**config.mk**
```make
export PLATFORM = sky130hd
export DESIGN_NAME = ingest_skid_fifo
export DESIGN_NICKNAME = d
export VERILOG_FILES = /design/src/hw/ingest_skid_fifo.sv
export VERILOG_INCLUDE_DIRS = /design/src /design/src/hw
export SDC_FILE = /design/constraint.sdc
export NUM_CORES = 1
export LEC_CHECK = 0
export ABC_AREA = 1
export BUFFER_PORTS_ARGS = -buffer_cell sky130_fd_sc_hd__buf_2
export CAP_MARGIN = 20
export CORE_AREA = 3 3 231 233
export DETAILED_ROUTE_END_ITERATION = 10
export DIE_AREA = 0 0 234 236
export HOLD_SLACK_MARGIN = 0.12
export PLACE_DENSITY_LB_ADDON = 0.08
export SLEW_MARGIN = 20
export SYNTH_ARGS = -nofsm -noshare
export SYNTH_HDL_FRONTEND = slang
export SYNTH_SLANG_ARGS = --single-unit
```
**constraint.sdc**
```tcl
create_clock -name axi_aclk -period 20.5 [get_ports axi_aclk]
set_input_delay 1.025 -clock axi_aclk [delete_from_list [all_inputs] [get_ports axi_aclk]]
set_output_delay 1.025 -clock axi_aclk [all_outputs]
set_load 0.05 [all_outputs]
```
**src/hw/replay_config.svh**
```systemverilog
// Replay ingest configuration
`ifndef REPLAY_CONFIG_SVH
`define REPLAY_CONFIG_SVH

// AXI-Stream beat data width
`define REPLAY_DATA_W 128

// Sideband width, low 64 bits go into the descriptor
`define REPLAY_USER_W 64

// One strobe bit per data byte
`define REPLAY_STRB_W (`REPLAY_DATA_W / 8)

// Input skid FIFO holds 4 beats
`define REPLAY_SKID_DEPTH_BITS 2

// 16 lines per replay queue
`define REPLAY_QBUF_DEPTH_BITS 4

// Queue split LFSR start value, must be non-zero
`define REPLAY_LFSR_SEED 32'hFFFF_FFFF

`endif

```
**src/hw/ingest_skid_fifo.sv**
```systemverilog
// Ingest skid FIFO
`default_nettype none

`include "replay_config.svh"

module ingest_skid_fifo (
  input  wire                          axi_aclk,
  input  wire                          axi_aresetn,
  input  wire  [`REPLAY_DATA_W-1:0]    s_axis_tdata,
  input  wire  [`REPLAY_STRB_W-1:0]    s_axis_tstrb,
  input  wire  [`REPLAY_USER_W-1:0]    s_axis_tuser,
  input  wire                          s_axis_tvalid,
  input  wire                          s_axis_tlast,
  output logic                         s_axis_tready,
  input  wire                          head_pop,
  output logic                         head_valid,
  output logic [`REPLAY_DATA_W-1:0]    head_tdata,
  output logic [`REPLAY_STRB_W-1:0]    head_tstrb,
  output logic [`REPLAY_USER_W-1:0]    head_tuser,
  output logic                         head_tlast
);

  localparam int DEPTH = 1 << `REPLAY_SKID_DEPTH_BITS;

  // Beat storage, one array per field
  logic [`REPLAY_DATA_W-1:0] tdata_mem [DEPTH];
  logic [`REPLAY_STRB_W-1:0] tstrb_mem [DEPTH];
  logic [`REPLAY_USER_W-1:0] tuser_mem [DEPTH];
  logic                      tlast_mem [DEPTH];

  logic [`REPLAY_SKID_DEPTH_BITS-1:0] wr_ptr;
  logic [`REPLAY_SKID_DEPTH_BITS-1:0] rd_ptr;
  logic [`REPLAY_SKID_DEPTH_BITS:0]   count;
  logic                               push;
  logic                               pop;

  // Nearly full at one free slot, leaves room for a beat in flight
  assign s_axis_tready = (count < (DEPTH - 1));
  assign push          = s_axis_tvalid && s_axis_tready;
  assign head_valid    = (count != '0);
  assign pop           = head_pop && head_valid;

  // Fall-through head
  assign head_tdata = tdata_mem[rd_ptr];
  assign head_tstrb = tstrb_mem[rd_ptr];
  assign head_tuser = tuser_mem[rd_ptr];
  assign head_tlast = tlast_mem[rd_ptr];

  always_ff @(posedge axi_aclk) begin
    if (push) begin
      tdata_mem[wr_ptr] <= s_axis_tdata;
      tstrb_mem[wr_ptr] <= s_axis_tstrb;
      tuser_mem[wr_ptr] <= s_axis_tuser;
      tlast_mem[wr_ptr] <= s_axis_tlast;
    end
  end

  always_ff @(posedge axi_aclk) begin
    if (!axi_aresetn) begin
      wr_ptr <= '0;
      rd_ptr <= '0;
      count  <= '0;
    end else begin
      if (push) wr_ptr <= wr_ptr + 1'b1;
      if (pop) rd_ptr <= rd_ptr + 1'b1;
      // Occupancy only moves on an unmatched push or pop
      if (push && !pop) count <= count + 1'b1;
      else if (pop && !push) count <= count - 1'b1;
    end
  end

  // Packer must wait for a valid head before popping
  a_no_pop_empty: assert property (
    @(posedge axi_aclk) disable iff (!axi_aresetn) head_pop |-> head_valid);

endmodule

`default_nettype wire

```
# == Yosys cells after proc, flatten, opt, wreduce, memory -nomap -nowiden ==
# Memory sizes are Yosys's and may differ from the RTL's. A register that Yosys moved wholly into a read port is not among the register bits.
# Cells that the tools add are included.
# word_totals
rom_bits,0
in_bits,213
register_bits,7
out_inout_bits,211
wordCells,32
mem_bits_rw,836
n_memories,4
latch_bits,0
# memory_table
name,depth,word_bits,read_ports,rd_ports_with_merged_regs,wr,line,text
tdata_mem,4,128,1,1,1,ingest_skid_fifo.sv:26,logic [`REPLAY_DATA_W-1:0] tdata_mem [DEPTH];
tuser_mem,4,64,1,1,1,ingest_skid_fifo.sv:28,logic [`REPLAY_USER_W-1:0] tuser_mem [DEPTH];
tstrb_mem,4,16,1,1,1,ingest_skid_fifo.sv:27,logic [`REPLAY_STRB_W-1:0] tstrb_mem [DEPTH];
tlast_mem,4,1,1,1,1,ingest_skid_fifo.sv:29,logic tlast_mem [DEPTH];
# op_classes
n_eq_ne,0
reduce_logical,8
n_shift,0
mul,0
div_mod_pow,0
n_bitwise,0
muxes,12
add_sub_neg,4
n_lt_le_gt_ge,1
# ops
cell,count
two-way mux 2 bit,8
two-way mux 3 bit,2
adder 2 x 1 -> 2 bit (second input constant),2
logical AND 1 bit,4
adder 3 x 1 -> 3 bit (second input constant),1
less-than comparator 3 x 2 -> 1 bit (second input constant),1
nonzero test 3 bit,1
subtractor 3 x 1 -> 3 bit (second input constant),1
logical NOT 1 bit,2
two-way mux 1 bit,2
nonzero test 2 bit,1

# == Logic depth before layout (Yosys ltp) ==
# logic_depth
ltp_word,6
depth_mapped,12
ltp_nobuf,12

# == Least setup slack after synthesis ==
# Ideal clock, no wire load.
# synth_timing
path_kind,input -> register
start,input port s_axis_tvalid
end,"memory tdata_mem[0][0] in the netlist's numbering, enable pin"
setup_ns,0.783
required_time_ns,19.717
t_arrival_ns,9.907
slack_ns,9.810
path_stages,2
path_buffers,0
path_cell_list,nand3_1 -> nor2_1
# synth_between
elab_chain_len,3
# synth_lines
element,line,text
start: declaration,ingest_skid_fifo.sv:12,"input wire s_axis_tvalid,"
logical AND 1 bit,ingest_skid_fifo.sv:39,assign push = s_axis_tvalid && s_axis_tready;
two-way mux 1 bit,ingest_skid_fifo.sv:50,if (push) begin
two-way mux 1 bit (not written as such),ingest_skid_fifo.sv:51,tdata_mem[wr_ptr] <= s_axis_tdata;
end: declaration,ingest_skid_fifo.sv:26,
# No other way between the ends.

==> run_results.csv <==
group,metric,value,unit
cts,clk_pin_slew,0.06,ns
timing,rsz0062_at_grt,"false",
cts,cts_tree,"yes",
route,drc_errors,0,
timing,relSlewSlack,27.8,%
global_routing,antenna_found_initial,29,
place,gp_congestion,0.781,
cts,ctsHoldBuffers,0,
status,status,"finished clean",
finish,fin_util,70.8,%
global_routing,grt_pass1_wl,106000,um
setup_path,r2r_setup_slack,17.24,ns
timing,worstMarginPinSlew,1.08,ns
route,totalWireLength,71500,um
route,wire_per_inst,22.1,um
yosys,synth_cells,2088,
finish,finalNetCount,2701,
floorplan,dieArea,55200,um2
timing,period_share,24.7,%
yosys,synth_seq_cells,845,
yosys,yosysMostFrequentCell,"edfxtp_1",
global_routing,grt_pass1_vias,18000,
finish,regArea,25300,um2
finish,multi_input_area,5240,um2
global_routing,grt_max_degree,214,
hold_path,whs_endpoint,"rd_ptr[0]$_SDFFE_PN0P_",
setup_path,worstPathArrival,4.04,ns
cts,cts_resized,0,
global_routing,grt_usage,25.3,%
setup_path,rr_worst_depth,5,
setup_path,endpoint_kind,"output port",
route,num_vias,19000,
route,drtIter0Drc,1668,
route,via_per_inst,5.86,
yosys,syn-cell-area,31200,um2
finish,drive_gt1_share,22.1,%
cts,cts_htree_levels,3,
cts,cts.path.max_buffers,3,
power_and_ir_drop,p_total,0.00541,W
floorplan,start_util,60.7,%
floorplan,placeableCoreArea,51400,um2
yosys,synth.top_cell.area_share,80.5,%
yosys,synth_flop_cell,"edfxtp_1",
setup_path,rr_endpoint,"tdata_mem[2][125]$_DFFE_PP_",
timing,timing.fmax,197,MHz
cts,clockRootBuffer,"clkbuf_16",
cts,cts.sinks,845,
global_routing,grt_overflow,0,
setup_path,path_max_fanout,97,
yosys,synth.distinct_cells,16,
hold_path,hold_path_depth,2,
timing,fin_tns_setup,0,ns
place,place_area,33800,um2
route,ant_nets,0,
setup_path,reg2reg_from,"count[0]$_SDFFE_PN0P_",
setup_path,path_class,"flop to output port",
power_and_ir_drop,p_leak,12.6,nW
setup_path,start_kind,"flop",
timing,setup_violations,0,
floorplan,rows,83,
finish,area_growth,16.7,%
timing,hold_slack,0.510,ns
cts,cts_setup_buffers,0,
yosys,synth_top_cell_by_area,"edfxtp_1",
power_and_ir_drop,irDropWorstVdd,119,uV
hold_path,worstHoldPathType,"flop to flop",
hold_path,hp-start,"rd_ptr[0]$_SDFFE_PN0P_",
timing,finalClockSkew,0.0178,ns
yosys,ys_top_cells_by_area,"edfxtp_1 (80%), o21ai_0 (6.7%), nor2_1 (5.1%), o22ai_1 (4.2%), clkbuf_1 (0.97%)",
yosys,yosys-top-cells-count,"edfxtp_1 (836), nor2_1 (427), o21ai_0 (420)",
cts,cts_buffers,84,
floorplan,boundaryPins,424,
yosys,syn_avg_cell_area,14.9,um2
yosys,ys_seq_area_share,81.0,%
cts,clock_latency,0.62,ns
route,drtPass1Iterations,5,
yosys,ys_async_sr_fraction,0,%
place,port_buffers,423,
finish,stdcell_area,36400,um2
finish,fill_cells,3423,
timing,drv_slew,0,
flow_run,cap_violations,0,
yosys,synth_edf_count,836,
place,dp_hpwl,40100,um
timing,min_period,5.06,ns
yosys,synth_nets,2307,
floorplan,die_y,236,um
yosys,yosysWarnings,0,
floorplan,die_w,234,um
timing,hold_viol_final,0,
setup_path,cp.required,19.48,ns
power_and_ir_drop,cellPowerDensity,149,nW/um2
registers in the layout, indices dropped and copies added (netlist names), named ones only:
name,cells
tuser_mem,256
rd_ptr,2
tdata_mem,512
count,3
tlast_mem,4
tstrb_mem,64
wr_ptr,2
metal layers:
layer | routed length, um | part of all wire [%] | track usage, % | vias to the layer above
li1 | - | - | - | 8722
met5 | 176 | 0.25 | 0 | -
met4 | 1970 | 2.8 | 8.77 | 26
met1 | 28100 | 39 | 34.3 | 9418
met3 | 6450 | 9.0 | 7.55 | 150
met2 | 34800 | 49 | 39.7 | 674
metrics by stage:
| stage | cells | setup WS (ns) |
|---|---|---|
| after global placement | 3076 | 16.12 |
| after global routing | 3231 | 15.14 |
| final | 3240 | 15.44 |
| after detailed placement | 3076 | 16.06 |
| after CTS | 3222 | 15.39 |
| after floorplan | 2088 | 9.81 |
worst max-delay path by stage:
stage / startpoint / endpoint / cells past startpoint
floorplan: s_axis_tvalid / tdata_mem[0][0]$_DFFE_PP_ / 2
global placement: flop / head_tlast / 5
detailed placement: flop / head_tlast / 5
CTS: flop / head_tlast / 5
global route: flop / head_tlast / 5
finish: flop / head_tlast / 5
kinds of logic (layout without fill, tap and decap cells):
family,Yosys count,count (layout),synth area share [%]
flip-flops,845,845,81.0
other,0,18,0
AO/OA/AOI/OAI,636,636,11.0
AND/OR/NAND/NOR,447,447,5.39
adder cells (fa/ha/maj),6,6,0.265
buffers and inverters,154,608,2.27
critical path, cell delays in order (launching register included):
cell     delay (ns)
dfxtp_4        0.82
buf_4          0.77
buf_4          0.86
o21ai_0        0.21
o22ai_1        0.31
buf_2          0.33
final cells by class:
cell class	instances	area share, %
clock inverters	36	0.794
flip-flops and latches	845	69.5
repair buffers	446	6.32
diodes	18	0.124
inverters	16	0.220
multi-input cells	1089	14.4
clock buffers	110	6.33
well taps	680	2.34
report_power, final:
group | leakage (nW) | total [W] | switching [W] | internal [W]
registers | 7.71 | 0.00217 | 0.0000597 | 0.00211
logic | 3.64 | 0.00179 | 0.00145 | 0.000340
clock network | 1.27 | 0.00145 | 0.000603 | 0.000849
total | 12.6 | 0.00541 | 0.00211 | 0.00330
cell usage in the layout, fill, tap and decap left out:
master,netlist,final
a21oi_1,7,7
buf_12,0,1
buf_2,38,423
buf_4,16,22
bufinv_16,0,5
clkbuf_1,81,21
clkbuf_16,0,89
clkinv_1,0,18
clkinv_2,0,11
clkinv_4,0,1
clkinv_8,0,1
clkinvlp_4,0,1
dfxtp_1,9,7
dfxtp_4,0,2
diode_2,0,18
edfxtp_1,836,836
fa_1,1,1
ha_1,5,5
inv_1,15,14
inv_8,0,1
nand2_1,16,16
nand3_1,4,4
nor2_1,427,423
nor2_4,0,4
o21ai_0,420,420
o22ai_1,209,209
(Power assumes the default switching activity.)
