===== config.mk =====
export PLATFORM = sky130hd
export DESIGN_NAME = queue_drain_arbiter
export DESIGN_NICKNAME = d
export VERILOG_FILES = /design/src/hw/replay_line_pkg.sv /design/src/hw/replay_queue_pkg.sv /design/src/hw/queue_drain_arbiter.sv
export VERILOG_INCLUDE_DIRS = /design/src /design/src/hw
export SDC_FILE = /design/constraint.sdc
export NUM_CORES = 1
export LEC_CHECK = 0
export BUFFER_PORTS_ARGS = -buffer_cell sky130_fd_sc_hd__buf_2
export CAP_MARGIN = 30
export CORE_AREA = 2 2 337 339
export DETAILED_ROUTE_END_ITERATION = 10
export DIE_AREA = 0 0 339 341
export SLEW_MARGIN = 10
export SYNTH_ARGS = -nofsm -noshare
export SYNTH_HDL_FRONTEND = slang
export SYNTH_SLANG_ARGS = --single-unit
export TNS_END_PERCENT = 10

===== constraint.sdc =====
create_clock -name axi_aclk -period 2.2 [get_ports axi_aclk]
set_input_delay 0 -clock axi_aclk [delete_from_list [all_inputs] [get_ports axi_aclk]]
set_output_delay 0 -clock axi_aclk [all_outputs]
set_load 0.05 [all_outputs]

===== src/hw/replay_config.svh =====
// Replay ingest configuration
`ifndef REPLAY_CONFIG_SVH
`define REPLAY_CONFIG_SVH

// AXI-Stream beat data width
`define REPLAY_DATA_W 128

// Sideband width, low 64 bits go into the descriptor
`define REPLAY_USER_W 64

// One strobe bit per data byte
`define REPLAY_STRB_W (`REPLAY_DATA_W / 8)

// Input skid FIFO holds 4 beats
`define REPLAY_SKID_DEPTH_BITS 2

// 16 lines per replay queue
`define REPLAY_QBUF_DEPTH_BITS 4

// Queue split LFSR start value, must be non-zero
`define REPLAY_LFSR_SEED 32'hFFFF_FFFF

`endif


===== src/hw/replay_line_pkg.sv =====
// Replay memory line types
`default_nettype none

`include "replay_config.svh"

package replay_line_pkg;

  // Descriptor view, timestamp in the upper half
  typedef struct packed {
    logic [63:0] timestamp;
    logic [63:0] user_meta;
  } desc_line_t;

  // One memory line, decoded as descriptor or as raw beat data
  typedef union packed {
    desc_line_t                desc;
    logic [`REPLAY_DATA_W-1:0] payload;
  } replay_line_u;

  // Queue buffer word, 146 bits
  typedef struct packed {
    replay_line_u              line;
    logic [`REPLAY_STRB_W-1:0] strb;
    logic                      is_desc;
    logic                      is_last;
  } line_entry_t;

endpackage

`default_nettype wire


===== src/hw/replay_queue_pkg.sv =====
// Replay queue types
`default_nettype none

package replay_queue_pkg;

  // Three split ratios give exactly four queues
  localparam int NUM_QUEUES = 4;

  // Queue index
  typedef logic [1:0] qid_t;

  // Line packer phases
  typedef enum logic {
    WR_DESC,
    WR_DATA
  } packer_state_e;

endpackage

`default_nettype wire


===== src/hw/queue_drain_arbiter.sv =====
// Queue drain arbiter
`default_nettype none

module queue_drain_arbiter (
  input  wire                                                      axi_aclk,
  input  wire                                                      axi_aresetn,
  input  wire replay_line_pkg::line_entry_t [replay_queue_pkg::NUM_QUEUES-1:0] buf_entry,
  input  wire  [replay_queue_pkg::NUM_QUEUES-1:0]                  buf_empty,
  output logic [replay_queue_pkg::NUM_QUEUES-1:0]                  buf_rd_en,
  input  wire                                                      out_rd_en,
  output logic                                                     out_empty,
  output logic [127:0]                                             out_line,
  output logic [15:0]                                              out_strb,
  output replay_queue_pkg::qid_t                                   out_qid,
  output logic                                                     out_desc,
  output logic                                                     out_last,
  output logic [63:0]                                              out_timestamp,
  output logic [63:0]                                              out_meta
);

  import replay_line_pkg::*;
  import replay_queue_pkg::*;

  qid_t        grant_q;
  logic        pkt_open;
  qid_t        rr_q;
  logic        rr_hit;
  qid_t        cur_q;
  logic        cur_valid;
  line_entry_t head;
  logic        rd_fire;

  // Rotating search, starts after the last served queue
  always_comb begin
    qid_t idx;
    rr_q   = grant_q;
    rr_hit = 1'b0;
    for (int i = 1; i <= NUM_QUEUES; i++) begin
      idx = grant_q + qid_t'(i);
      if (!rr_hit && !buf_empty[idx]) begin
        rr_q   = idx;
        rr_hit = 1'b1;
      end
    end
  end

  // Grant locked while a packet is partly read
  assign cur_q     = pkt_open ? grant_q : rr_q;
  assign cur_valid = pkt_open ? !buf_empty[grant_q] : rr_hit;
  assign head      = buf_entry[cur_q];
  assign rd_fire   = out_rd_en && cur_valid;

  always_comb begin
    buf_rd_en        = '0;
    buf_rd_en[cur_q] = rd_fire;
  end

  // Zero-latency head decode
  assign out_empty     = !cur_valid;
  assign out_qid       = cur_q;
  assign out_line      = head.line.payload;
  assign out_strb      = head.strb;
  assign out_desc      = head.is_desc;
  assign out_last      = head.is_last;
  assign out_timestamp = head.is_desc ? head.line.desc.timestamp : 64'd0;
  assign out_meta      = head.is_desc ? head.line.desc.user_meta : 64'd0;

  always_ff @(posedge axi_aclk) begin
    if (!axi_aresetn) begin
      grant_q  <= '0;
      pkt_open <= 1'b0;
    end else if (rd_fire) begin
      grant_q  <= cur_q;
      // Released only by the closing line
      pkt_open <= !head.is_last;
    end
  end

  // Downstream reads only a valid head
  a_no_rd_empty: assert property (
    @(posedge axi_aclk) disable iff (!axi_aresetn) out_rd_en |-> !out_empty);

endmodule

`default_nettype wire


== Word-level counts from Yosys, hierarchy flattened ==
Index checks and enable logic that the tools add are counted.
Word-level totals
  register bits after elaboration: 3
  latch bits: 0
  memory bits (writable): 0
  bits in read-only memories: 0
  bits of input ports: 591
  output and inout port bits: 281
  logic and storage cells: 48
  memories kept: 0
Cells by class
  $add $sub $neg: 3
  $mul: 0
  divide/modulo/power cells: 0
  $lt $le $gt $ge: 6
  equal/unequal tests: 0
  shift-type cells: 0
  muxes and demuxes: 24
  bitwise operators: 1
  reductions and logical operators: 12
Operator list (number)
  $bmux W146 S2: 1
  $mux W146: 1
  $mux W64: 2
  $lt A2 B3 Y1 const B: 5
  $mux W1: 10
  $mux W2: 5
  $bmux W1 S2: 4
  $logic_not A1 Y1: 7
  $logic_and A1 B1 Y1: 5
  $add A2 B2 Y2 const B: 2
  $and A4 B4 Y4: 1
  $add A2 B1 Y2 const B: 1
  $demux W1 S2: 1
  $ge A2 B1 Y1 const B: 1

== Longest topological paths before layout ==
  depth after elaboration: 18
  gate-level depth with buffers: 10
  gate-level depth less buffers: 7

== Least setup slack after synthesis ==
Ideal clock, no wire load.
  kind: flip-flop to output port
  from: reg grant_q[0]
  to: out out_meta[10]
  arrival: 3.080 ns
  required time: 2.200 ns
  setup slack: -0.880 ns
  stages on the path, launching flop included: 11
  buffers on the path: 4
  cells stage by stage: dfxtp_1 buf_4 mux2i_1 o2bb2ai_1 a211o_2 xor2_4 inv_2 buf_4 buf_4 clkbuf_1 o31ai_1
On the way
  word-level cells in the longest chain between the ends: 16
  elaborated cells between the ends (all ways): 30
  those cells by class: 3 x add/sub; 19 x mux; 8 x reduce/logical
Ends and longest elaborated chain
  start, declared: line queue_drain_arbiter.sv:24  | qid_t grant_q;
  start signal, assigned: line queue_drain_arbiter.sv:73  | grant_q <= cur_q;
  $add A2 B2 Y2: line queue_drain_arbiter.sv:39  | idx = grant_q + qid_t'(i);
  $bmux W1 S2: line queue_drain_arbiter.sv:40  | if (!rr_hit && !buf_empty[idx]) begin
  $mux W1 (not written as such): line queue_drain_arbiter.sv:40
  $logic_not A1 Y1: line queue_drain_arbiter.sv:40
  $logic_and A1 B1 Y1: line queue_drain_arbiter.sv:40
  $mux W1: line queue_drain_arbiter.sv:40
  $logic_not A1 Y1: line queue_drain_arbiter.sv:40
  $logic_and A1 B1 Y1: line queue_drain_arbiter.sv:40
  $mux W1: line queue_drain_arbiter.sv:40
  $logic_not A1 Y1: line queue_drain_arbiter.sv:40
  $logic_and A1 B1 Y1: line queue_drain_arbiter.sv:40
  $mux W2: line queue_drain_arbiter.sv:40
  $mux W2 (*): line queue_drain_arbiter.sv:48  | assign cur_q = pkt_open ? grant_q : rr_q;
  $bmux W146 S2 (*): line queue_drain_arbiter.sv:50  | assign head = buf_entry[cur_q];
  $mux W146 (not written as such) (*): line queue_drain_arbiter.sv:50
  $mux W64 (*): line queue_drain_arbiter.sv:66  | assign out_meta = head.is_desc ? head.line.desc.user_meta : 64'd0;
  end, declared: line queue_drain_arbiter.sv:18  | output logic [63:0] out_meta
Mark *: on every way between the ends. The rest lies on a longest branch, timed or not. The select of a mux whose other input is x is not followed.

== Worst setup path after layout ==
  from: reg grant_q[0]
  to: out out_timestamp[21]
On the way
  word-level cells in the longest chain between the ends: 16
  elaborated cells between the ends (all ways): 30
  those cells by class: 3 x add/sub; 19 x mux; 8 x reduce/logical
Ends and longest elaborated chain
  $add A2 B2 Y2: line queue_drain_arbiter.sv:39
  $bmux W1 S2: line queue_drain_arbiter.sv:40
  $mux W1 (not written as such): line queue_drain_arbiter.sv:40
  $logic_not A1 Y1: line queue_drain_arbiter.sv:40
  $logic_and A1 B1 Y1: line queue_drain_arbiter.sv:40
  $mux W1: line queue_drain_arbiter.sv:40
  $logic_not A1 Y1: line queue_drain_arbiter.sv:40
  $logic_and A1 B1 Y1: line queue_drain_arbiter.sv:40
  $mux W1: line queue_drain_arbiter.sv:40
  $logic_not A1 Y1: line queue_drain_arbiter.sv:40
  $logic_and A1 B1 Y1: line queue_drain_arbiter.sv:40
  $mux W2: line queue_drain_arbiter.sv:40
  $mux W2 (*): line queue_drain_arbiter.sv:48
  $bmux W146 S2 (*): line queue_drain_arbiter.sv:50
  $mux W146 (not written as such) (*): line queue_drain_arbiter.sv:50
  $mux W64 (*): line queue_drain_arbiter.sv:65  | assign out_timestamp = head.is_desc ? head.line.desc.timestamp : 64'd0;
  end, declared: line queue_drain_arbiter.sv:17  | output logic [63:0] out_timestamp,
Marks and branches as above.

==> run metrics <==
Worst-Margin Slew 0.530 ns; Pleak about 9.4 nW; Crit path depth 11; CTS Buffer Depth 2; endpoints failing hold 0; Reg power frac less than 1%; reg2reg end pkt_open$_SDFFE_PN0P_; sequential area share after synthesis less than 1%; critical path buffer and inverter count 6; Clock Pin Slew Worst Setup and Hold Paths ~0.03 ns; Filler cells around 12000; Hold-fix buffers, CTS 0; Warnings, synthesis 0; GP Congestion between 0.9 and 1; fmax 0.347 GHz; violated checks negative setup slack; die area between 100000 and 150000 um^2; Critical Path Start Type flop; first-pass GRT wire length 135000 um; maxcap violations 0; CP delay by family, top compound AO/OA/AOI/OAI gates; status finished, violations left; total negative slack -146.59 ns; commonest cells after routing, fill and taps aside buf_2 (614), buf_4 (293), buf_12 (174); CTS Root Cell clkbuf_16; total wire length around 110000 um; CTS HTree Levels 1; Area growth, synth to finish 175%; CP Data Required Time 2.20 ns; Syn Area/Cell 6.97 um^2; post-route ant nets 0; Clock Skews between 0.0004 and 0.0005 ns; Worst setup endpoint out_timestamp[21]; Port-buffer cells ~870; dpl hpwl between 90000 and 100000 um; syn_nets 1747; Synth Register Bits 3; Vias per Instance about 4.2; largest net degree at the start of global routing a little under 60; crit path cell chain buf_4, a31o_4, o31ai_4, buf_12, buf_16, nand3_4, buf_6, buf_12, a221o_1, o31ai_4, buf_12; Post-Place Worst Slack -0.767 ns; met3 GRT Util approximately 4.6%; row count 123; Peak VDD IR ~0.0011 V; worst reg-to-reg setup slack -0.14 ns; TritonCTS buffer count 3; Critical path origin grant_q[0]$_SDFFE_PN0P_; via count 15700; CP Class flop to output pin; IO Pins roughly 870; nets 2802; Worst-Skew Late Latency roughly 0.23 ns; Hold WC Path Type input port to flop; Post-Synthesis Cell Area ~8000 um^2; commonest non-fill, non-tap cell in the layout buf_2; vias in the first global route 15300; switching power between 0.02 and 0.03 W; Die W roughly 340 um; Comb power frac 99.1%; sw frac between 60% and 70%; Synth Flop Type dfxtp_1; pwr dens roughly 2000 nW/um^2; CP most frequent cell buf_12; async set-or-reset flop fraction in the synthesized netlist 0%; average wire per cell in the routed design 28.6 um; setup repair after global routing missed its margin yes; TritonCTS clock tree yes; gr busiest metal met2; Max Slew Vio Count 0; CP endpoint kind output pin; initial antenna violation count 58; DRC viols 0; Internal Pwr Total 0.0172 W; die span in y 341 um; Cells after Synth between 1000 and 1500; Slew HR a little under two thirds; Initial Util between 7 and 8%; crit path DAT between 2 and 3 ns; CTS Sinks 3; GRT Util Overall between 10% and 20%; FF-to-FF path depth 10; crit-path max FO 16; Initial DRC Count 1042; grt met1 use a little over a fifth; Critical R2R Launch grant_q[0]$_SDFFE_PN0P_; final setup fails around 280; share of layout cells above drive strength 1 69.4%; largest stage delay on the critical path 0.39 ns; Period minus WS final 2.88 ns; Final WS setup -0.683 ns; fin crit share 131%; Clock power frac less than 1%; remaining global-route overflow 0; CP max-delay cell a221o_1; Synth cell types 40; Post-synth EDFFs 0; first drt pass iteration count 5; core footprint around 110000 um^2; grt met2 use 27.8%
## cells in the mapped netlist (all sizes together) (3+ instances only)
| library cell | number | share of area, % |
|---|---|---|
| buf | 73 | 4.7 |
| dfxtp | 3 | 0.75 |
| a21oi | 4 | 0.25 |
| o21ai | 262 | 16 |
| clkbuf | 103 | 4.8 |
| mux4 | 17 | 4.8 |
| mux2i | 132 | 16 |
| nand3 | 134 | 8.4 |
| nor3 | 7 | 0.50 |
| inv | 6 | 0.28 |
| a21o | 129 | 12 |
| o31ai | 129 | 12 |
| nand2 | 5 | 0.23 |
| a221o | 128 | 16 |
## what timing repair did
action                                  4_1_cts  5_1_grt
resized for setup                           272      380
setup buffers                                 5       16
pin swaps                                    26       36
endpoints found under the setup margin      282      282
gates cloned                                  1        9
## layout make-up
| type | count | area, um^2 | area share [%] |
|---|---|---|---|
| diodes | 19 | 47.5 | 0.215 |
| clock buffers | 4 | 78.8 | 0.356 |
| well taps | 1500 | 1880 | 8.48 |
| repair buffers | 1226 | 10600 | 47.8 |
| multi-input cells | 971 | 9450 | 42.7 |
| inverters | 6 | 38.8 | 0.175 |
| flip-flops and latches | 3 | 62.6 | 0.283 |
## state kept, by name, summed over array words and instances (netlist names)
name	cells
grant_q	2
pkt_open	1
## how the worst min path moves through the flow
stage	from	endpoint	slack, ns	cells after the start
finish	axi_aresetn	pkt_open$_SDFFE_PN0P_	0.02	3
global route	axi_aresetn	pkt_open$_SDFFE_PN0P_	0.06	3
CTS	axi_aresetn	pkt_open$_SDFFE_PN0P_	0.03	3
detailed placement	axi_aresetn	pkt_open$_SDFFE_PN0P_	0.26	3
global placement	axi_aresetn	pkt_open$_SDFFE_PN0P_	0.26	3
floorplan	axi_aresetn	pkt_open$_SDFFE_PN0P_	0.14	2
## worst min-delay path: stages
cell	delay, ns
buf_2	0.09
nand3_1	0.07
o41ai_1	0.06
## layer usage
metal  routed length (um)  part of all wire (%)
met5                  296                  0.28
met1                44700                    42
met4                 3530                   3.3
met3                 9080                   8.5
met2                49000                    46
## power groups by stage
stage / Sequential [W] / Combinational (W) / Clock [W]
floorplan: 0.0000780 / 0.0206 / 0
global placement: 0.0000828 / 0.0391 / 0
detailed placement: 0.0000821 / 0.0391 / 0
CTS: 0.0000825 / 0.0416 / 0.000302
global route: 0.0000870 / 0.0456 / 0.000306
finish: 0.0000847 / 0.0440 / 0.000298
## stage by stage
stage | std cells | hold WS [ns] | power (W) | util, % | instance area, um^2
after global routing | 3719 | 0.0649 | 0.0460 | 19.8 | 22100
after CTS | 3685 | 0.0254 | 0.0420 | 18.4 | 20600
final | 3729 | 0.0236 | 0.0444 | 19.8 | 22100
after global placement | 3675 | 0.256 | 0.0392 | 17.2 | 19200
after floorplan | 1156 | 0.135 | 0.0207 | - | 8830
after detailed placement | 3675 | 0.260 | 0.0392 | 17.2 | 19200
## kinds of logic after synthesis
family                 count (synthesis)  share of synthesized area (%)
AND/OR/NAND/NOR                      155                           9.92
flip-flops                             3                          0.745
multiplexers                         149                           21.2
buffers and inverters                182                           9.80
AO/OA/AOI/OAI                        666                           58.0
XOR/XNOR                               1                          0.342
No activity file was read; power rests on OpenSTA's default activity.
