[src/hw/replay_config.svh]
// Replay ingest configuration
`ifndef REPLAY_CONFIG_SVH
`define REPLAY_CONFIG_SVH

// AXI-Stream beat data width
`define REPLAY_DATA_W 128

// Sideband width, low 64 bits go into the descriptor
`define REPLAY_USER_W 64

// One strobe bit per data byte
`define REPLAY_STRB_W (`REPLAY_DATA_W / 8)

// Input skid FIFO holds 4 beats
`define REPLAY_SKID_DEPTH_BITS 2

// 16 lines per replay queue
`define REPLAY_QBUF_DEPTH_BITS 4

// Queue split LFSR start value, must be non-zero
`define REPLAY_LFSR_SEED 32'hFFFF_FFFF

`endif

[src/hw/replay_line_pkg.sv]
// Replay memory line types
`default_nettype none

`include "replay_config.svh"

package replay_line_pkg;

  // Descriptor view, timestamp in the upper half
  typedef struct packed {
    logic [63:0] timestamp;
    logic [63:0] user_meta;
  } desc_line_t;

  // One memory line, decoded as descriptor or as raw beat data
  typedef union packed {
    desc_line_t                desc;
    logic [`REPLAY_DATA_W-1:0] payload;
  } replay_line_u;

  // Queue buffer word, 146 bits
  typedef struct packed {
    replay_line_u              line;
    logic [`REPLAY_STRB_W-1:0] strb;
    logic                      is_desc;
    logic                      is_last;
  } line_entry_t;

endpackage

`default_nettype wire

[src/hw/replay_queue_pkg.sv]
// Replay queue types
`default_nettype none

package replay_queue_pkg;

  // Three split ratios give exactly four queues
  localparam int NUM_QUEUES = 4;

  // Queue index
  typedef logic [1:0] qid_t;

  // Line packer phases
  typedef enum logic {
    WR_DESC,
    WR_DATA
  } packer_state_e;

endpackage

`default_nettype wire

[src/hw/pcap_line_packer.sv]
// Packet to memory line packer
`default_nettype none

`include "replay_config.svh"

module pcap_line_packer (
  input  wire                                         axi_aclk,
  input  wire                                         axi_aresetn,
  input  wire                                         head_valid,
  input  wire  [`REPLAY_DATA_W-1:0]                   head_tdata,
  input  wire  [`REPLAY_STRB_W-1:0]                   head_tstrb,
  input  wire  [`REPLAY_USER_W-1:0]                   head_tuser,
  input  wire                                         head_tlast,
  output logic                                        head_pop,
  input  wire  [31:0]                                 split_ratio_0,
  input  wire  [31:0]                                 split_ratio_1,
  input  wire  [31:0]                                 split_ratio_2,
  input  wire  [replay_queue_pkg::NUM_QUEUES-1:0]     buf_full,
  output replay_line_pkg::line_entry_t                wr_entry,
  output logic [replay_queue_pkg::NUM_QUEUES-1:0]     wr_en,
  output logic                                        beat_strb_ok,
  output logic                                        last_strb_ok
);

  import replay_line_pkg::*;
  import replay_queue_pkg::*;

  packer_state_e state;
  packer_state_e next_state;
  qid_t          qid_reg;
  qid_t          sel_qid;
  qid_t          tgt_qid;
  logic          go;
  logic [63:0]   timestamp;
  logic [31:0]   lfsr;
  logic          beat_strb_ok_next;
  logic          last_strb_ok_next;

  // Split by LFSR against the three ratio thresholds
  always_comb begin
    if (lfsr <= split_ratio_0) sel_qid = 2'd0;
    else if (lfsr <= split_ratio_1) sel_qid = 2'd1;
    else if (lfsr <= split_ratio_2) sel_qid = 2'd2;
    else sel_qid = 2'd3;
  end

  // Descriptor targets the fresh pick, data the latched queue
  assign tgt_qid = (state == WR_DESC) ? sel_qid : qid_reg;
  assign go      = head_valid && !buf_full[tgt_qid];

  always_comb begin
    next_state        = state;
    head_pop          = 1'b0;
    wr_en             = '0;
    beat_strb_ok_next = beat_strb_ok;
    last_strb_ok_next = last_strb_ok;

    // Default line is the payload view of the head beat
    wr_entry.line.payload = head_tdata;
    wr_entry.strb         = '0;
    wr_entry.is_desc      = 1'b0;
    wr_entry.is_last      = 1'b0;

    case (state)
      WR_DESC: begin
        // Head beat stays in the skid FIFO for the data phase
        wr_entry.line.desc.timestamp = timestamp;
        wr_entry.line.desc.user_meta = head_tuser[63:0];
        wr_entry.is_desc             = 1'b1;
        if (go) begin
          wr_en[tgt_qid] = 1'b1;
          next_state     = WR_DATA;
        end
      end

      WR_DATA: begin
        wr_entry.is_last = head_tlast;
        // Only the closing line keeps its byte strobe
        if (head_tlast) wr_entry.strb = head_tstrb;
        if (go) begin
          wr_en[tgt_qid] = 1'b1;
          head_pop       = 1'b1;
          if (!head_tlast && (head_tstrb != {`REPLAY_STRB_W{1'b1}})) beat_strb_ok_next = 1'b0;
          if (head_tlast && (head_tstrb == '0)) last_strb_ok_next = 1'b0;
          if (head_tlast) next_state = WR_DESC;
        end
      end

      default: next_state = WR_DESC;
    endcase
  end

  always_ff @(posedge axi_aclk) begin
    if (!axi_aresetn) begin
      state        <= WR_DESC;
      qid_reg      <= '0;
      timestamp    <= '0;
      lfsr         <= `REPLAY_LFSR_SEED;
      beat_strb_ok <= 1'b1;
      last_strb_ok <= 1'b1;
    end else begin
      state <= next_state;
      // Queue latched with the descriptor, held to end of packet
      if (state == WR_DESC && go) qid_reg <= sel_qid;
      timestamp <= timestamp + 64'd1;
      // Fibonacci taps 31, 6, 4, 2, 1, 0
      lfsr <= {lfsr[31] ^ lfsr[6] ^ lfsr[4] ^ lfsr[2] ^ lfsr[1] ^ lfsr[0], lfsr[31:1]};
      beat_strb_ok <= beat_strb_ok_next;
      last_strb_ok <= last_strb_ok_next;
    end
  end

  // Shared write bus reaches at most one queue
  a_wr_onehot: assert property (
    @(posedge axi_aclk) disable iff (!axi_aresetn) $onehot0(wr_en));

  // Buffer full status must hold back the write
  a_wr_not_full: assert property (
    @(posedge axi_aclk) disable iff (!axi_aresetn) (wr_en & buf_full) == '0);

  // No queue change in the middle of a packet
  a_qid_stable: assert property (
    @(posedge axi_aclk) disable iff (!axi_aresetn) (state == WR_DATA) |=> $stable(qid_reg));

endmodule

`default_nettype wire

[config.mk]
export PLATFORM = sky130hd
export DESIGN_NAME = pcap_line_packer
export DESIGN_NICKNAME = d
export VERILOG_FILES = /design/src/hw/replay_line_pkg.sv /design/src/hw/replay_queue_pkg.sv /design/src/hw/pcap_line_packer.sv
export VERILOG_INCLUDE_DIRS = /design/src /design/src/hw
export SDC_FILE = /design/constraint.sdc
export NUM_CORES = 1
export LEC_CHECK = 0
export BUFFER_PORTS_ARGS = -buffer_cell sky130_fd_sc_hd__buf_2
export CAP_MARGIN = 15
export CORE_AREA = 2 2 179 181
export CTS_BUF_LIST = sky130_fd_sc_hd__clkbuf_4 sky130_fd_sc_hd__clkbuf_8 sky130_fd_sc_hd__clkbuf_16
export DETAILED_ROUTE_END_ITERATION = 7
export DIE_AREA = 0 0 181 183
export GPL_ROUTABILITY_DRIVEN = 0
export PLACE_DENSITY = 0.64
export SYNTH_ARGS = -nofsm -noshare
export SYNTH_HDL_FRONTEND = slang
export SYNTH_SLANG_ARGS = --single-unit
export TNS_END_PERCENT = 5
[constraint.sdc]
create_clock -name axi_aclk -period 2.6 [get_ports axi_aclk]
set_input_delay 0.26 -clock axi_aclk [delete_from_list [all_inputs] [get_ports axi_aclk]]
set_output_delay 0.26 -clock axi_aclk [all_outputs]
set_load 0.05 [all_outputs]
Word-level counts from Yosys, hierarchy flattened
Cells that the tools add are included.

cells by class
  $add $sub $neg = 1
  order comparisons = 5
  equal/unequal tests = 1
  muxes and demuxes = 19
  bitwise logic cells = 6
  reduce and logical (&&, ||, !) cells = 10

operators with widths
  cell                   count
  $mux 128               1
  $le 32x32->1           3
  $add 64x1->64 const B  1
  $mux 16                2
  $logic_not 16->1       1
  $ne 16x16->1 const B   1
  $mux 1                 9
  $mux 2                 3
  $reduce_and 3->1       2
  $logic_and 1x1->1      5
  $xor 1x1->1            5
  $mux 4                 1
  $lt 2x3->1 const B     1
  $bmux 1 s2             1
  $demux 1 s2            1
  $ge 2x1->1 const B     1
  $logic_not 1->1        2
  $pmux 1 s2             1
  $not 1->1              1

word-level totals
  bits in registers = 101
  output and inout port bits = 153
  logic and storage cells = 48

Logic depth before layout (Yosys ltp)
  depth in word-level cells = 11
  mapped depth = 11
  mapped depth without buffers = 11

Worst setup path before layout
OpenSTA, ideal clock, no wires.

  kind = reg-to-output
  start point = register lfsr[0]
  end point = output port wr_en[0] (netlist bit)
  data arrival time = 3136 ps
  data required time = 2340 ps
  setup slack = -796 ps
  stages on the path, launching flop included = 11
  path buffers = 0
  cells stage by stage = dfxtp_1 > inv_1 > ha_1 > nand4_1 > or4_1 > nor2_1 > o22ai_1 > a211oi_4 > nor3_2 > a2111oi_4 > nor2b_1

between the ends
  longest elaborated chain between the ends = 10

RTL lines
  what                                                                      RTL line                                                                source
  start: declaration                                                        pcap_line_packer.sv:35                                                  logic [31:0] lfsr;
  start signal: assignment                                                  pcap_line_packer.sv:98                                                  lfsr <= `REPLAY_LFSR_SEED;
  start signal: assignment                                                  pcap_line_packer.sv:107                                                 lfsr <= {lfsr[31] ^ lfsr[6] ^ lfsr[4] ^ lfsr[2] ^ lfsr[1] ^ lfsr[0], lfsr[31:1]};
  $le 32x32->1                                                              pcap_line_packer.sv:43                                                  else if (lfsr <= split_ratio_2) sel_qid = 2'd2;
  $mux 1                                                                    pcap_line_packer.sv:43
  $mux 2                                                                    pcap_line_packer.sv:42                                                  else if (lfsr <= split_ratio_1) sel_qid = 2'd1;
  $mux 2 *                                                                  pcap_line_packer.sv:41                                                  if (lfsr <= split_ratio_0) sel_qid = 2'd0;
  $mux 2 *                                                                  pcap_line_packer.sv:48                                                  assign tgt_qid = (state == WR_DESC) ? sel_qid : qid_reg;
  $lt 2x3->1 (implied by the code) (tied with other cells)                  pcap_line_packer.sv:71, pcap_line_packer.sv:81
  $logic_and 1x1->1 (implied by the code) / $mux 1 (equally long branches)  pcap_line_packer.sv:71, pcap_line_packer.sv:81, pcap_line_packer.sv:49
  $mux 1 (implied by the code) / $logic_not 1->1 (equally long branches)    pcap_line_packer.sv:71, pcap_line_packer.sv:81, pcap_line_packer.sv:49
  $demux 1 s2 / $logic_and 1x1->1 (equally long branches)                   pcap_line_packer.sv:71, pcap_line_packer.sv:81, pcap_line_packer.sv:49
  $mux 4 *                                                                  pcap_line_packer.sv:70, pcap_line_packer.sv:80
  end: declaration                                                          pcap_line_packer.sv:20                                                  output logic [replay_queue_pkg::NUM_QUEUES-1:0] wr_en,

Mark *: on every way between the ends. The rest lies on a longest branch, timed or not. The select of a mux whose other input is x is not followed.

Worst setup path in the final report
  start point = register lfsr[14]
  end point = output port wr_en[0] (netlist bit)

The elaborated chain is that of the path after synthesis.

==> key figures <==
Placed design
  – Post-DP HPWL: just under 30,000 um
  – Buffers on Ports: between 400 and 500

Critical path
  – Slowest stage delay, CP: 0.48 ns
  – RR Startpoint: lfsr[14]
  – Critical Path AT: between 3 and 4 ns
  – Setup crit end: wr_en[0]
  – Critical path peak fanout: 4
  – Worst path slowest cell: a2111oi_0
  – CP top delay family: compound AO/OA/AOI/OAI gates
  – FF-to-FF End: last_strb_ok
  – FF-to-FF setup slack: -0.66 ns
  – Crit Path Class: flip-flop to primary output
  – CP Launch Point: lfsr[14]
  – CP bufs+invs: 3
  – WP depth: 11
  – Worst endpoint required time: 2.34 ns
  – Worst setup EP type: primary output
  – Cell Chain, Critical Path: ha_1 -> nand4_1 -> a2111oi_0 -> buf_4 -> o31ai_4 -> a211oi_4 -> nor3_2 -> a2111oi_4 -> buf_4 -> nor2b_4 -> buf_12
  – Critical Path Start Type: flip-flop
  – Worst-case reg-to-reg path depth: 13
  – Critical Path Most Common Cell: buf_4

Flow run
  – Max-cap viol count: 0

Floorplan
  – Die H: around 180 um
  – Die W: 181 um
  – I/O Pins: 465
  – Rows: 65
  – Total core area: about 31,000 um^2
  – Die area: 33,100 um^2
  – Initial Util: 26.7%

Power
  – Leak: 6.15 nW
  – Pwr dens: 487 nW/um^2
  – Peak supply drop: a little over 0.0003 V

Layout
  – P&R area growth vs syn: 47.7%
  – Largest register FFs: 64
  – Final #Nets: between 1.5k and 2k
  – Share of layout cells above drive strength 1: between 40% and 50%

Clock network
  – Clk sinks: 101
  – Worst-skew pair later-pin latency: roughly 0.36 ns
  – CTS root buffer: clkbuf_16
  – Clock transition at the registers of the reported paths: ~0.09 ns
  – CTS tree: built
  – Htree depth: 3
  – Clock Path Buffers: 2
  – CTS Hold Bufs: 0
  – Cts bufs inserted: 9

Logic synthesis
  – Mux share of post-synthesis cell area: 16.7%
  – Syn Nets: about 1.4k
  – Area leader, netlist: dfxtp_1
  – Synth Area in Compound Gates: 10.2%
  – Area contributors post-synth: dfxtp_1, mux2_2, ha_1, inv_1, xnor2_1
  – Async set or reset register ratio after synthesis: 0%
  – Seq/Total Area, Yosys: between 20% and 30%
  – Ys flop type: dfxtp_1
  – FF+latch count, synth: 101
  – Synthesis Warnings: 0
  – Netlist cell types: 62
  – Syn Inst Count: 969
  – Post-synth EDFFs: 0
  – Adder-cell share of the synthesized area: about 15%
  – Synth cell count leaders: mux2_2, inv_1, dfxtp_1
  – Post-synthesis simple-gate area fraction: 22.2%
  – Most frequent cell after synthesis: mux2_2
  – Cell Area, Synth: 8330 um^2
  – Yosys top cell area share: 24.3%
  – XOR/XNOR Fraction of Synth Area: around 5.5%
  – Largest family of logic cells by synthesized area: simple AND/OR/NAND/NOR gates
  – Avg Synthesized Cell Area: about 8.6 um^2

STA
  – Clk_skew: between 0.01 and 0.015 ns
  – Fin crit share: 138%
  – Headroom to the max-slew limit: 53.7%
  – Fin crit period: 3.58 ns
  – Final Hold Fails: 0
  – Fmax: 280 MHz
  – Worst Tran Pin Value: between 0.6 and 0.7 ns
  – Final setup violating endpoints: 10
  – Slew Limit Fails: 0
  – Final WS setup: -0.977 ns
  – RSZ-0062 raised after global routing: true
  – WHS: around 0.26 ns
  – TNS Setup: -7.44 ns

Route
  – Post-DRT Antenna Nets: 0
  – Vias: 8,991
  – DR WL met3: between 3000 and 4000 um
  – DR top layer: met4
  – TritonRoute pass-1 iters: 6
  – Wirelength per Cell: 17.7 um
  – Routed WL: 33,800 um
  – Via-to-Cell Ratio: between 4 and 5
  – Met2 routed WL: about 16,000 um
  – Metal-1 WL: 14,300 um
  – First DRT Iteration DRCs: 368
  – DRC: 0

Run status
  – Status: finished with violations
  – Failing checks: setup timing

Global route
  – Vias in the first global route: 8,757
  – Largest net degree at the start of global routing: 49
  – Grt ovf: 0
  – Initial antenna violation count: 5
  – Total track usage: 19.3%
  – Global-route wire length before repair: 48,900 um

Worst hold path
  – HP Class: input port to flip-flop
==> metal layers <==
| layer | up-vias | GRT usage [%] |
|---|---|---|
| li1 | 4460 | - |
| met1 | 4194 | 23.6 |
| met2 | 303 | 32.3 |
| met3 | 34 | 7.11 |
| met4 | 0 | 5.04 |
| met5 | - | 0 |
==> final cells by class <==
type                       count  area (um^2)
antenna                        4         10.0
sequential                   101         2040
tap                          402          503
inverter                     107          402
fill                        3245        18900
clock buffer                   9          225
clock inverter                 7         91.3
timing repair buffer         546         3040
multi-input combinational    729         5980
==> layout by cell type, fill, tap and decap left out, types with 4 or more instances in the layout <==
cell       count
clkbuf_16      9
dfxtp_1       87
mux2_2       121
or3_1         16
a21boi_0      13
diode_2        4
nor3_1         5
a21oi_1       42
nand2_1       63
ha_4           8
inv_1        106
a21o_1         4
buf_2        459
and2_1        49
nand2b_1      33
nand4_1       31
o21ai_0       35
nor2_1        17
buf_4         80
xor2_1        16
and3_1        33
xnor2_1       36
nand3_1       30
nor4_1         8
dfxtp_2       12
buf_12         7
ha_1          89
nor2b_1        6
and4_1         7
==> tightest hold or removal path, cell delays in order <==
cell and delay [ns]:
buf_2 0.10, nor4_1 0.05, o2111ai_1 0.08, a21bo_1 0.10
==> kinds of logic after synthesis <==
logic type / after synthesis
AND/OR/NAND/NOR: 324
multiplexers: 124
buffers and inverters: 139
flip-flops: 101
XOR/XNOR: 52
AO/OA/AOI/OAI: 132
adder cells (fa/ha/maj): 97
==> what timing repair did <==
action / CTS / global route
setup endpoints to repair: 10 / 15
gates resized for setup: 27 / 5
pin swaps: 17 / 2
setup buffers: 6 / 1
==> stage by stage <==
step	total power [mW]	cells	util [%]	cell area (um^2)	setup slack, ns
6_report	5.99	1905	39.4	12300	-0.977
5_1_grt	6.28	1905	39.4	12300	-1.13
4_1_cts	6.06	1900	39.2	12200	-1.01
3_5_place_dp	4.54	1878	37.6	11800	-0.713
3_3_place_gp	4.51	1878	37.6	11800	-0.630
2_1_floorplan	3.60	969	-	8400	-0.348
==> worst min-delay path by stage <==
stage | to | depth (start not counted) | from
after floorplan | timestamp[0] | 1 | timestamp[0]
final | last_strb_ok | 4 | head_tstrb[13]
after CTS | last_strb_ok | 4 | head_tstrb[13]
after global placement | last_strb_ok | 1 | last_strb_ok
after global routing | last_strb_ok | 4 | head_tstrb[13]
after detailed placement | last_strb_ok | 1 | last_strb_ok
==> power breakdown <==
part,switching [mW],internal [mW]
Sequential,0.0219,1.56
Combinational,1.96,1.00
Clock,0.750,0.697
(Power assumes the default switching activity.)
